[config.mk]
export PLATFORM = sky130hd
export DESIGN_NAME = cdc_bridge_top
export DESIGN_NICKNAME = d
export VERILOG_FILES = /design/src/logic/cdc_bridge_pkg.sv /design/src/logic/cdc_fifo_src.sv /design/src/logic/cdc_fifo_dst.sv /design/src/logic/scratch_mem.sv /design/src/logic/cdc_bridge_top.sv
export VERILOG_INCLUDE_DIRS = /design/src /design/src/include
export SDC_FILE = /design/constraint.sdc
export NUM_CORES = 1
export LEC_CHECK = 0
export BUFFER_PORTS_ARGS = -buffer_cell sky130_fd_sc_hd__clkbuf_2
export CELL_PAD_IN_SITES_DETAIL_PLACEMENT = 1
export CELL_PAD_IN_SITES_GLOBAL_PLACEMENT = 1
export CORE_MARGIN = 8
export CORE_UTILIZATION = 50
export DETAILED_ROUTE_END_ITERATION = 10
export GPL_ROUTABILITY_DRIVEN = 0
export PLACE_DENSITY_LB_ADDON = 0.15
export SLEW_MARGIN = 20
export SYNTH_ARGS = -nofsm -noshare
export SYNTH_HDL_FRONTEND = slang
export SYNTH_HIERARCHICAL = 1
export SYNTH_SLANG_ARGS = --single-unit
[constraint.sdc]
create_clock -name clk_sys -period 7.05 [get_ports clk_sys]
set_input_delay 1.41 -clock clk_sys [delete_from_list [all_inputs] [get_ports clk_sys]]
set_output_delay 1.41 -clock clk_sys [all_outputs]
set_load 0.05 [all_outputs]
[src/include/cdc_bridge_cfg.svh]
// Bridge configuration
// Sizes shared by the crossing FIFOs, the scratch memory and the top level.
// Each crossing holds 2**CDC_LOG_DEPTH entries, and its pointers carry one
// extra wrap bit.

`ifndef CDC_BRIDGE_CFG_SVH
`define CDC_BRIDGE_CFG_SVH

// log2 of the entries per crossing FIFO
`define CDC_LOG_DEPTH 2

// Request address width
`define CDC_ADDR_W 8

// Read and write data width
`define CDC_DATA_W 16

// Words in the scratch memory
// Addresses at or above this count answer with an error
`define CDC_MEM_WORDS 64

`endif

[src/logic/cdc_bridge_pkg.sv]
// Bridge types
// Payload structs for the request and response streams, the gray pointer
// type of the crossing FIFOs and the binary to gray conversion that both
// FIFO halves share.

`include "cdc_bridge_cfg.svh"

package cdc_bridge_pkg;

   // Gray pointer with one wrap bit above the entry index
   typedef logic [`CDC_LOG_DEPTH:0] ptr_t;

   // Host request, one word per access
   typedef struct packed {
      logic [`CDC_ADDR_W-1:0] addr;
      logic [`CDC_DATA_W-1:0] wdata;
      logic                   write;
   } req_chan_t;

   // Memory response
   typedef struct packed {
      logic [`CDC_DATA_W-1:0] rdata;
      logic                   err;
   } rsp_chan_t;

   // Adjacent codes differ in exactly one bit
   function automatic ptr_t bin2gray(input ptr_t bin);
      return bin ^ (bin >> 1);
   endfunction

endpackage

[src/logic/cdc_fifo_src.sv]
// Crossing FIFO, source half
// Holds the entry storage and the gray write pointer. The destination half
// reads the storage through rd_addr_i and returns its gray read pointer,
// which is synchronized here through two flops to decide fullness.

`include "cdc_bridge_cfg.svh"

module cdc_fifo_src #(
   parameter type payload_t = logic
) (
   input  logic                       clk_sys,
   input  logic                       rst_n_i,
   // Local write side
   input  logic                       valid_i,
   output logic                       ready_o,
   input  payload_t                   data_i,
   // Crossing side
   output payload_t                   data_o,
   input  logic [`CDC_LOG_DEPTH-1:0]  rd_addr_i,
   output cdc_bridge_pkg::ptr_t       wptr_o,
   input  cdc_bridge_pkg::ptr_t       rptr_i
);

   localparam int unsigned Depth = 1 << `CDC_LOG_DEPTH;

   // Full when the two top gray bits differ and the rest match
   localparam cdc_bridge_pkg::ptr_t FullMask =
      cdc_bridge_pkg::ptr_t'(3) << (`CDC_LOG_DEPTH - 1);

   payload_t mem_q [Depth];

   cdc_bridge_pkg::ptr_t wbin_q;
   cdc_bridge_pkg::ptr_t wbin_next;
   cdc_bridge_pkg::ptr_t wgray_q;
   cdc_bridge_pkg::ptr_t rptr_sync_q1;
   cdc_bridge_pkg::ptr_t rptr_sync_q2;
   logic                 full;
   logic                 push;

   assign wbin_next = wbin_q + 1'b1;
   assign full      = (rptr_sync_q2 == (wgray_q ^ FullMask));
   assign ready_o   = ~full;
   assign push      = valid_i & ready_o;

   assign wptr_o = wgray_q;
   assign data_o = mem_q[rd_addr_i];

   // Two-stage synchronizer for the returning read pointer
   always_ff @(posedge clk_sys or negedge rst_n_i) begin
      if (!rst_n_i) begin
         rptr_sync_q1 <= '0;
         rptr_sync_q2 <= '0;
      end else begin
         rptr_sync_q1 <= rptr_i;
         rptr_sync_q2 <= rptr_sync_q1;
      end
   end

   // Write pointer, binary for addressing and gray for the crossing
   always_ff @(posedge clk_sys or negedge rst_n_i) begin
      if (!rst_n_i) begin
         wbin_q  <= '0;
         wgray_q <= '0;
      end else if (push) begin
         wbin_q  <= wbin_next;
         wgray_q <= cdc_bridge_pkg::bin2gray(wbin_next);
      end
   end

   // Entry is written in the same cycle the pointer moves past it
   always_ff @(posedge clk_sys) begin
      if (push) begin
         mem_q[wbin_q[`CDC_LOG_DEPTH-1:0]] <= data_i;
      end
   end

endmodule

[src/logic/cdc_fifo_dst.sv]
// Crossing FIFO, destination half
// Synchronizes the gray write pointer through two flops, keeps the read
// pointer in binary and gray form and presents the entry at the read
// address to the local side while the FIFO is not empty.

`include "cdc_bridge_cfg.svh"

module cdc_fifo_dst #(
   parameter type payload_t = logic
) (
   input  logic                       clk_sys,
   input  logic                       rst_n_i,
   // Crossing side
   input  payload_t                   data_i,
   output logic [`CDC_LOG_DEPTH-1:0]  rd_addr_o,
   input  cdc_bridge_pkg::ptr_t       wptr_i,
   output cdc_bridge_pkg::ptr_t       rptr_o,
   // Local read side
   output logic                       valid_o,
   input  logic                       ready_i,
   output payload_t                   data_o
);

   cdc_bridge_pkg::ptr_t rbin_q;
   cdc_bridge_pkg::ptr_t rbin_next;
   cdc_bridge_pkg::ptr_t rgray_q;
   cdc_bridge_pkg::ptr_t wptr_sync_q1;
   cdc_bridge_pkg::ptr_t wptr_sync_q2;
   logic                 pop;

   // Not empty as soon as the synchronized write pointer moves on
   assign valid_o = (wptr_sync_q2 != rgray_q);
   assign pop     = valid_o & ready_i;

   assign rbin_next = rbin_q + 1'b1;
   assign rd_addr_o = rbin_q[`CDC_LOG_DEPTH-1:0];
   assign rptr_o    = rgray_q;

   // Storage lives in the source half, this is a plain read port
   assign data_o = data_i;

   // Two-stage synchronizer for the incoming write pointer
   always_ff @(posedge clk_sys or negedge rst_n_i) begin
      if (!rst_n_i) begin
         wptr_sync_q1 <= '0;
         wptr_sync_q2 <= '0;
      end else begin
         wptr_sync_q1 <= wptr_i;
         wptr_sync_q2 <= wptr_sync_q1;
      end
   end

   // Read pointer advances once per accepted transfer
   always_ff @(posedge clk_sys or negedge rst_n_i) begin
      if (!rst_n_i) begin
         rbin_q  <= '0;
         rgray_q <= '0;
      end else if (pop) begin
         rbin_q  <= rbin_next;
         rgray_q <= cdc_bridge_pkg::bin2gray(rbin_next);
      end
   end

endmodule

[src/logic/scratch_mem.sv]
// Scratch memory responder
// Serves one read or write per accepted request and answers one cycle
// later. Holds a single response, so a new request is taken only when
// the response register is empty or being drained. Out-of-range
// addresses leave the memory untouched and return an error.

`include "cdc_bridge_cfg.svh"

module scratch_mem (
   input  logic                      clk_sys,
   input  logic                      rst_n_i,
   // Request side
   input  logic                      req_valid_i,
   output logic                      req_ready_o,
   input  cdc_bridge_pkg::req_chan_t req_i,
   // Response side
   output logic                      rsp_valid_o,
   input  logic                      rsp_ready_i,
   output cdc_bridge_pkg::rsp_chan_t rsp_o
);

   localparam int unsigned IdxW = $clog2(`CDC_MEM_WORDS);

   logic [`CDC_DATA_W-1:0]    mem_q [`CDC_MEM_WORDS];
   logic [IdxW-1:0]           idx;
   logic                      in_range;
   logic                      accept;
   logic                      rsp_valid_q;
   cdc_bridge_pkg::rsp_chan_t rsp_q;

   assign idx      = req_i.addr[IdxW-1:0];
   assign in_range = (req_i.addr < `CDC_MEM_WORDS);

   assign req_ready_o = ~rsp_valid_q | rsp_ready_i;
   assign accept      = req_valid_i & req_ready_o;

   assign rsp_valid_o = rsp_valid_q;
   assign rsp_o       = rsp_q;

   always_ff @(posedge clk_sys or negedge rst_n_i) begin
      if (!rst_n_i) begin
         rsp_valid_q <= 1'b0;
      end else if (accept) begin
         rsp_valid_q <= 1'b1;
      end else if (rsp_ready_i) begin
         rsp_valid_q <= 1'b0;
      end
   end

   // Writes answer with zero data, reads with the stored word
   always_ff @(posedge clk_sys) begin
      if (accept) begin
         rsp_q.err <= ~in_range;
         if (in_range && !req_i.write) begin
            rsp_q.rdata <= mem_q[idx];
         end else begin
            rsp_q.rdata <= '0;
         end
      end
   end

   always_ff @(posedge clk_sys) begin
      if (accept && in_range && req_i.write) begin
         mem_q[idx] <= req_i.wdata;
      end
   end

endmodule

[src/logic/cdc_bridge_top.sv]
// Memory access bridge
// Host requests cross to the scratch memory through one split FIFO and
// the responses come back through a second one. Both crossings use the
// same source and destination halves with different payload types.

`include "cdc_bridge_cfg.svh"

module cdc_bridge_top (
   input  logic                   clk_sys,
   input  logic                   rst_n_i,
   // Host request
   input  logic                   req_valid_i,
   output logic                   req_ready_o,
   input  logic [`CDC_ADDR_W-1:0] req_addr_i,
   input  logic [`CDC_DATA_W-1:0] req_wdata_i,
   input  logic                   req_write_i,
   // Host response
   output logic                   rsp_valid_o,
   input  logic                   rsp_ready_i,
   output logic [`CDC_DATA_W-1:0] rsp_rdata_o,
   output logic                   rsp_err_o
);

   // Request crossing
   cdc_bridge_pkg::req_chan_t       host_req;
   cdc_bridge_pkg::req_chan_t       req_xing_data;
   logic [`CDC_LOG_DEPTH-1:0]       req_rd_addr;
   cdc_bridge_pkg::ptr_t            req_wptr;
   cdc_bridge_pkg::ptr_t            req_rptr;

   // Memory side
   logic                            mem_req_valid;
   logic                            mem_req_ready;
   cdc_bridge_pkg::req_chan_t       mem_req;
   logic                            mem_rsp_valid;
   logic                            mem_rsp_ready;
   cdc_bridge_pkg::rsp_chan_t       mem_rsp;

   // Response crossing
   cdc_bridge_pkg::rsp_chan_t       rsp_xing_data;
   logic [`CDC_LOG_DEPTH-1:0]       rsp_rd_addr;
   cdc_bridge_pkg::ptr_t            rsp_wptr;
   cdc_bridge_pkg::ptr_t            rsp_rptr;
   cdc_bridge_pkg::rsp_chan_t       host_rsp;

   assign host_req.addr  = req_addr_i;
   assign host_req.wdata = req_wdata_i;
   assign host_req.write = req_write_i;

   cdc_fifo_src #(.payload_t(cdc_bridge_pkg::req_chan_t)) i_req_src (
      .clk_sys   (clk_sys),
      .rst_n_i   (rst_n_i),
      .valid_i   (req_valid_i),
      .ready_o   (req_ready_o),
      .data_i    (host_req),
      .data_o    (req_xing_data),
      .rd_addr_i (req_rd_addr),
      .wptr_o    (req_wptr),
      .rptr_i    (req_rptr)
   );

   cdc_fifo_dst #(.payload_t(cdc_bridge_pkg::req_chan_t)) i_req_dst (
      .clk_sys   (clk_sys),
      .rst_n_i   (rst_n_i),
      .data_i    (req_xing_data),
      .rd_addr_o (req_rd_addr),
      .wptr_i    (req_wptr),
      .rptr_o    (req_rptr),
      .valid_o   (mem_req_valid),
      .ready_i   (mem_req_ready),
      .data_o    (mem_req)
   );

   scratch_mem i_mem (
      .clk_sys     (clk_sys),
      .rst_n_i     (rst_n_i),
      .req_valid_i (mem_req_valid),
      .req_ready_o (mem_req_ready),
      .req_i       (mem_req),
      .rsp_valid_o (mem_rsp_valid),
      .rsp_ready_i (mem_rsp_ready),
      .rsp_o       (mem_rsp)
   );

   cdc_fifo_src #(.payload_t(cdc_bridge_pkg::rsp_chan_t)) i_rsp_src (
      .clk_sys   (clk_sys),
      .rst_n_i   (rst_n_i),
      .valid_i   (mem_rsp_valid),
      .ready_o   (mem_rsp_ready),
      .data_i    (mem_rsp),
      .data_o    (rsp_xing_data),
      .rd_addr_i (rsp_rd_addr),
      .wptr_o    (rsp_wptr),
      .rptr_i    (rsp_rptr)
   );

   cdc_fifo_dst #(.payload_t(cdc_bridge_pkg::rsp_chan_t)) i_rsp_dst (
      .clk_sys   (clk_sys),
      .rst_n_i   (rst_n_i),
      .data_i    (rsp_xing_data),
      .rd_addr_o (rsp_rd_addr),
      .wptr_i    (rsp_wptr),
      .rptr_o    (rsp_rptr),
      .valid_o   (rsp_valid_o),
      .ready_i   (rsp_ready_i),
      .data_o    (host_rsp)
   );

   assign rsp_rdata_o = host_rsp.rdata;
   assign rsp_err_o   = host_rsp.err;

endmodule

Yosys cells after proc, flatten, opt, wreduce, memory -nomap -nowiden
Memories as Yosys holds them, arrays and structs flattened. A register that Yosys moved wholly into a read port is not among the register bits.
Index checks and enable logic that the tools add are counted.
- flip-flop bits (word level): 50
- RAM bits: 1192
- bits of input ports: 29
- output and inout bits: 19
- word-level logic and storage cells: 59
- memories: 3
- memory list (name ; words ; bits a word ; read ports ; clocked after memory_dff ; wr ports ; line ; source):
    i_mem.mem_q ; 64 ; 16 ; 1 ; 1 ; 1 ; scratch_mem.sv:24 ; logic [`CDC_DATA_W-1:0] mem_q [`CDC_MEM_WORDS];
    i_req_src.mem_q ; 4 ; 25 ; 1 ; 0 ; 1 ; cdc_fifo_src.sv:30 ; payload_t mem_q [Depth];
    i_rsp_src.mem_q ; 4 ; 17 ; 1 ; 0 ; 1 ; cdc_fifo_src.sv:30 ;
- add/sub/neg operators: 4
- $lt $le $gt $ge: 1
- equal/unequal tests: 5
- muxes and demuxes: 8
- bitwise operators: 15
- reduce and logical (&&, ||, !) cells: 5
- operators with widths (cell ; count):
    adder 3 x 1 -> 3 bit, second input constant ; 4
    XOR 3 x 2 -> 3 bit ; 4
    < comparator 8 x 7 -> 1 bit, second input constant ; 1
    two-way mux 1 bit ; 8
    == test 3 bit ; 2
    != test 3 bit ; 2
    AND 1 bit ; 4
    NOT 1 bit ; 4
    NOT 2 bit ; 2
    logical AND 1 bit ; 3
    logical NOT 1 bit ; 2
    != test 2 bit, second input constant ; 1
    bitwise OR 1 bit ; 1

Depth between registers and ports, before layout
Gate-level depths: netlist of run 1.
- depth in word-level cells: 9
- gate-level depth with buffers: 14
- mapped depth without buffers: 8

Hierarchy
The synthesis of run 1 kept the hierarchy.
- modules (own cells, without submodules) (module ; instances ; cells an instance ; area an instance (um^2) ; seq. area each (um^2)):
    scratch_mem ; 1 ; 2300 ; 39852.0 ; 31285.0
    cdc_fifo_src (i_req_src) ; 1 ; 168 ; 4139.0 ; 3278.1
    cdc_fifo_src (i_rsp_src) ; 1 ; 126 ; 2987.9 ; 2317.2
    cdc_fifo_dst (i_req_dst) ; 1 ; 51 ; 624.3 ; 275.3
    cdc_fifo_dst (i_rsp_dst) ; 1 ; 43 ; 564.3 ; 275.3

Worst setup path after synthesis of run 1
No wires, ideal clock.
- kind: reg-to-reg
- start: register i_req_dst.rbin_q[0]
- end: memory i_mem/mem_q[10][0] (netlist name), enable pin
- setup time: 0.388 ns
- arrival: 3.394 ns
- data required time: 6.662 ns
- slack: 3.268 ns
- stages on the path, launching flop included: 13
- buffers on the path: 8
- period minus slack after synthesis: 3.782 ns
- cell sequence: dfrtp_1 buf_2 buf_4 mux4_2 buf_4 buf_6 buf_4 buf_4 buf_4 clkbuf_1 nor2_1 nand2_1 nor2_1
- RTL lines (item ; line ; source):
    start: declaration ; cdc_fifo_dst.sv:24 ; cdc_bridge_pkg::ptr_t rbin_q;
    start signal: assignment ; cdc_fifo_dst.sv:59 ; rbin_q <= rbin_next;
    end: declaration ; scratch_mem.sv:24 ;

==> results.sh, run 1 <==
export IMPL_path_class="reg -> reg"
export IMPL_p_int_mw=17.2
export IMPL_setup_viol=0
export IMPL_tightest_slew_ns=1.17
export IMPL_fin_crit_ns=4.75
export IMPL_ir_drop_mv=0.414
export IMPL_synth_avg_cell_area_um2=17.9
export IMPL_final_common_cell="edfxtp_1"
export IMPL_ioPinCount=48
export IMPL_syn_nets=2727
export IMPL_synth_cell_type_count=69
export IMPL_cts_root_buf="clkbuf_16"
export IMPL_drt_wl_total_um=143000
export IMPL_multi_input_area_um2=9500
export IMPL_period_share_pct=67.4
export IMPL_worstSkewPairLatency_ns=0.75
export IMPL_power_share_clock_pct=24.0
export IMPL_cts_made_buffers=134
export IMPL_finalClockSkew_ns=0.0297
export IMPL_htree_levels=4
export IMPL_drtIter0Drc=3721
export IMPL_grt_max_degree=65
export IMPL_drc_errors=0
export IMPL_die_y_um=326
export IMPL_ys_warn_count=6
export IMPL_cts_tree="yes"
export IMPL_worst_hold_path_type="reg -> reg"
export IMPL_start_kind="flip-flop"
export IMPL_fmax_mhz=211
export IMPL_synth_seq_cells=1254
export IMPL_tns_ns=0
export IMPL_synthFlopType="edfxtp_1"
export IMPL_ys_async_sr_fraction_pct=3.59
export IMPL_place_inst=3925
export IMPL_drive_gt1_share_pct=18.3
export IMPL_cp_arrival_ns=5.25
export IMPL_synth_edf_count=1209
export IMPL_clk_path_buf_depth=3
export IMPL_r2r_end="i_mem/rsp_o[7]"
export IMPL_cts_sinks=1254
export IMPL_cp_max_fo=45
export IMPL_grt_usage_pct=26.4
export IMPL_cap_violations=0
export IMPL_core_area_um2=96100
export IMPL_area_growth_pct=12.5
export IMPL_maxSlewHeadroom_pct=22.0
export IMPL_synth_top_area_share_pct=75.4
export IMPL_dr_pass1_iters=5
export IMPL_n_fill_cell=8534
export IMPL_dp_final_hpwl_um=86100
export IMPL_seqPwrFrac_pct=36.8
export IMPL_portBuffers=47
export IMPL_drtAntennaViolNets=0
export IMPL_report_final_slew_viol_count=0
export IMPL_cts_setup_buffers=0
export IMPL_crit_path_end_kind="flip-flop"
export IMPL_total_power_mw=28.6
export IMPL_fin_cells=4170
export IMPL_hold_violations=0
export IMPL_die_w_um=326
export IMPL_cp_required_ns=7.55
export IMPL_seqCellArea_um2=37400
export IMPL_grt_pass1_vias=27914
export IMPL_reg2reg_from="i_req_dst/rbin_q[0]"
export IMPL_grt_pass1_wl_um=205000
export IMPL_antenna_found_initial=3
export IMPL_reg2reg_depth=9
export IMPL_status="finished, final reports clean"
export IMPL_dieArea_um2=107000
export IMPL_fin_util_pct=56.3
export IMPL_switching_power_mw=11.4
export IMPL_powerDensity_nw_per_um2=528
export IMPL_switching_share_pct=40.0
export IMPL_power_frac_comb_pct=39.2
export IMPL_cts_resized=0
export IMPL_netlist_area_um2=48200
export IMPL_netlist_instances=2688
export IMPL_initial_core_util_pct=50.1
export IMPL_cts_hold_buf=0
export IMPL_layout_common_cells="1209 x edfxtp_1, 200 x a221oi_1, 180 x nor2_1"
export IMPL_rsz0062_at_grt="no"
export IMPL_r2r_slack_ns=2.30
export IMPL_pre_cts_slack_ns=2.41
export IMPL_hold_start="i_rsp_dst/wptr_sync_q1[2]"
export IMPL_num_nets_final=2824
export IMPL_wl_per_cell_um=34.4
export IMPL_yosysSeqAreaShare_pct=77.7
export IMPL_fin_ws_ns=2.30
export IMPL_grt_overflow_total=0
export IMPL_min_to="i_rsp_dst/wptr_sync_q2[2]"
export IMPL_num_vias=27373
export IMPL_p_leak_nw=17.3
export IMPL_clk_transition_reported_paths_ns=0.06
export IMPL_worstHoldPathCells=0
export IMPL_vias_per_cell=6.56
export IMPL_rows=114
export IMPL_yosys_top_cells_area="edfxtp_1 75%, a221oi_1 3.6%, a22oi_1 2.6%"
export IMPL_synth_top_area_cell="edfxtp_1"
-- cells by family (layout without fill, tap and decap cells) --
logic type / Yosys count / count (layout) / share of synthesized area [%]
compound gates: 671 / 671 / 10.6
xor+xnor: 32 / 32 / 0.675
fa+ha+maj: 10 / 10 / 0.260
buf+inv: 240 / 444 / 2.70
flops: 1254 / 1254 / 77.7
mux: 174 / 174 / 5.23
other cells: 0 / 2 / 0
simple gates: 307 / 307 / 2.81
-- Yosys cell counts, types with 45 or more instances --
master,number
a221oi_1,200
a22oi_1,168
buf_2,70
buf_4,57
clkbuf_1,72
dfrtp_1,45
edfxtp_1,1209
mux2_2,55
mux2i_1,57
mux4_2,54
nand2_1,48
nor2_1,181
o21ai_0,92
o22ai_1,61
-- state kept, by name, indices dropped and copies added, names as in the netlist, 17 cells and up --
name / cells
i_mem/mem_q: 1024
i_mem/rsp_o: 17
i_req_src/mem_q: 100
i_rsp_src/mem_q: 68
-- how the worst max path moves through the flow --
stage | endpoint | from | cells past startpoint
floorplan | i_mem/mem_q[10][0] | i_req_dst/rbin_q[0] | 12
global placement | i_mem/rsp_o[13] | i_req_dst/rbin_q[0] | 7
detailed placement | i_mem/rsp_o[7] | i_req_dst/rbin_q[0] | 9
CTS | i_mem/rsp_o[7] | i_req_dst/rbin_q[0] | 9
global route | i_mem/rsp_o[7] | i_req_dst/rbin_q[0] | 9
finish | i_mem/rsp_o[7] | i_req_dst/rbin_q[0] | 9
-- layout make-up --
type / count / share of cell area (%)
tap: 1276 / 2.95
inverter: 12 / 0.0855
timing repair buffer: 189 / 2.45
clock buffer: 169 / 6.77
multi-input combinational: 1194 / 17.5
antenna: 2 / 0.00924
sequential: 1254 / 69.1
clock inverter: 74 / 1.11
-- worst max-delay path, cell delays in order, from the launching register on --
cell and delay [ns]:
dfrtp_2 0.45, mux4_4 1.00, buf_4 0.61, nor2b_4 0.25, buf_4 0.33, a221oi_1 0.33
nor2_1 0.08, o21ai_0 0.73, o211ai_1 0.34, o31a_1 0.33
-- power groups by stage --
| stage | Clock (mW) | Sequential, mW | Combinational, mW |
|---|---|---|---|
| final | 6.86 | 10.5 | 11.2 |
| after global routing | 7.20 | 10.6 | 11.6 |
| after CTS | 6.95 | 10.5 | 11.1 |
| after detailed placement | 0 | 10.7 | 11.0 |
| after global placement | 0 | 10.6 | 10.8 |
| after floorplan | 0 | 10.5 | 6.79 |
-- per-stage QoR --
stage,cell area (um^2),hold slack (ns)
detailed placement,49900,0.337
CTS,54200,0.349
global route,54200,0.358
floorplan,48200,0.331
finish,54200,0.347
global placement,49900,0.333
-- routing by layer --
layer	vias up	GRT usage, %	part of all wire, %
li1	11219	-	-
met1	14482	37.1	41
met2	1424	41.3	47
met3	248	4.78	8.6
met4	0	10.1	3.8
met5	-	0	0
Note: power is estimated with default switching activity, not from simulation.
==> inputs of run 2 (changes only) <==
clock period = 4.5 ns   (was 7.05 ns; I/O delays follow)
==> run 2 against run 1 <==
Against the previous run:
- sequential share of layout area decreased by 0.71 points
- design area grew 1.0%
- first-iteration DRC count is 7.6% lower
- critical path type unchanged
- critical endpoint is now i_mem/rsp_o[16]
==> results.sh, run 2 (synthesis results as in run 1) <==
export IMPL_crit_chain="mux4_4 -> nor2b_4 -> buf_4 -> a22oi_1 -> o32ai_1 -> a211oi_1 -> and4_1 -> a31oi_1"
export IMPL_grt_overflow_total=0
export IMPL_clk_path_buf_depth=3
export IMPL_n_fill_cell=8588
export IMPL_reg_top3="i_mem/mem_q (1024), i_req_src/mem_q (100), i_rsp_src/mem_q (68)"
export IMPL_dp_final_hpwl_um=87800
export IMPL_portBuffers=47
export IMPL_power_share_clock_pct=23.4
export IMPL_clk_transition_reported_paths_ns=0.06
export IMPL_antenna_found_initial=3
export IMPL_reg2reg_from="i_req_dst/rbin_q[0]"
export IMPL_rsz0062_at_grt="no"
export IMPL_drtAntennaViolNets=0
export IMPL_grt_max_degree=65
export IMPL_wl_per_cell_um=34.1
export IMPL_top_register="i_mem/mem_q"
export IMPL_start_kind="flip-flop"
export IMPL_path_buf_inv=1
export IMPL_die_y_um=326
export IMPL_final_common_cell="edfxtp_1"
export IMPL_place_inst=3986
export IMPL_layout_common_cells="1209 x edfxtp_1, 200 x a221oi_1, 187 x buf_4"
export IMPL_period_share_pct=93.0
export IMPL_cts_sinks=1254
export IMPL_area_growth_pct=13.6
export IMPL_initial_core_util_pct=50.1
export IMPL_cp_top_family="compound AO/OA/AOI/OAI gates"
export IMPL_cts_setup_buffers=0
export IMPL_powerDensity_nw_per_um2=828
export IMPL_drive_gt1_share_pct=20.0
export IMPL_critPathSlowestCell="mux4_4"
export IMPL_worst_hold_path_type="in -> async"
export IMPL_drc_errors=0
export IMPL_slowest_delay_ns=0.89
export IMPL_drt_wl_total_um=144000
export IMPL_cts_tree="yes"
export IMPL_largest_reg_flops=1024
export IMPL_crit_path_end_kind="flip-flop"
export IMPL_die_w_um=326
export IMPL_p_leak_nw=17.6
export IMPL_drtIter0Drc=3439
export IMPL_p_int_mw=27.3
export IMPL_cp_arrival_ns=4.64
export IMPL_setup_viol=0
export IMPL_vias_per_cell=6.55
export IMPL_cts_made_buffers=133
export IMPL_finalClockSkew_ns=0.0272
export IMPL_dr_pass1_iters=6
export IMPL_fin_crit_ns=4.18
export IMPL_cts_hold_buf=0
export IMPL_ioPinCount=48
export IMPL_status="finished, final reports clean"
export IMPL_core_area_um2=96100
export IMPL_switching_share_pct=39.7
export IMPL_worstSkewPairLatency_ns=0.75
export IMPL_num_nets_final=2884
export IMPL_report_final_slew_viol_count=0
export IMPL_power_frac_comb_pct=40.2
export IMPL_cts_resized=0
export IMPL_rows=114
export IMPL_tns_ns=0
export IMPL_cp_max_fo=37
export IMPL_grt_pass1_wl_um=207000
export IMPL_fmax_mhz=239
export IMPL_tightest_slew_ns=1.07
export IMPL_fin_cells=4230
export IMPL_cap_violations=0
export IMPL_seqPwrFrac_pct=36.4
export IMPL_cts_root_buf="clkbuf_16"
export IMPL_maxSlewHeadroom_pct=28.3
export IMPL_grt_usage_pct=26.6
export IMPL_hold_violations=0
export IMPL_num_vias=27695
export IMPL_switching_power_mw=18.0
export IMPL_path_class="reg -> reg"
export IMPL_grt_pass1_vias=28641
export IMPL_ir_drop_mv=0.643
export IMPL_dieArea_um2=107000
export IMPL_cp_required_ns=4.95
export IMPL_crit_start="i_req_dst/rbin_q[0]"
export IMPL_htree_levels=4
## run 2: metal layers
metal | vias up | routed length [um] | share of wire (%) | GRT usage [%]
met5 | - | 164 | 0.11 | 0
met4 | 4 | 6130 | 4.3 | 10.8
met3 | 283 | 12800 | 8.9 | 5.93
met2 | 1395 | 67200 | 47 | 41.3
met1 | 14666 | 57900 | 40 | 36.6
li1 | 11347 | - | - | -
## run 2: power by group through the flow
stage | clock, mW | sequential (mW) | combinational, mW
detailed placement | 0 | 16.7 | 17.9
floorplan | 0 | 16.4 | 10.6
CTS | 10.8 | 16.5 | 18.0
global route | 11.1 | 16.6 | 18.9
finish | 10.6 | 16.5 | 18.2
global placement | 0 | 16.7 | 17.4
## run 2: layout make-up
class | instances | area, um^2 | area share, %
timing repair buffer | 250 | 1960 | 3.58
tap | 1276 | 1600 | 2.92
clock inverter | 80 | 627 | 1.15
inverter | 12 | 46.3 | 0.0846
antenna | 2 | 5.00 | 0.00914
clock buffer | 162 | 3560 | 6.51
sequential | 1254 | 37400 | 68.4
multi-input combinational | 1194 | 9500 | 17.4
## run 2: worst register-to-register path, stage by stage (launching register included)
cell and delay, ns:
dfrtp_2 0.44, mux4_4 0.89, nor2b_4 0.31, buf_4 0.35
a22oi_1 0.52, o32ai_1 0.20, a211oi_1 0.66, and4_1 0.42
a31oi_1 0.11
## run 2: worst paths after layout
check / to / slack [ns] / depth (start not counted)
worst max-delay path: i_mem/rsp_o[16] / 0.32 / 8
worst min-delay path: i_req_src/wbin_q[1] / 0.19 / 1
worst max register to register: i_mem/rsp_o[16] / 0.32 / 8
worst min register to register: i_rsp_dst/wptr_sync_q2[0] / 0.35 / 0
max in group asynchronous: i_req_dst/rbin_q[0] / 3.82 / 1
min in group clk_sys: i_rsp_dst/wptr_sync_q2[0] / 0.35 / 0
## run 2: stage by stage
stage          setup slack, ns  power [mW]  hold WS, ns  cell area (um^2)  util, %
2_1_floorplan            0.718        27.0        0.331             48200        -
3_3_place_gp             0.549        34.1        0.333             50500     52.6
3_5_place_dp             0.481        34.6        0.337             50500     52.6
4_1_cts                  0.439        45.3        0.197             54700     56.9
5_1_grt                  0.298        46.6        0.223             54700     56.9
6_report                 0.316        45.3        0.194             54700     56.9
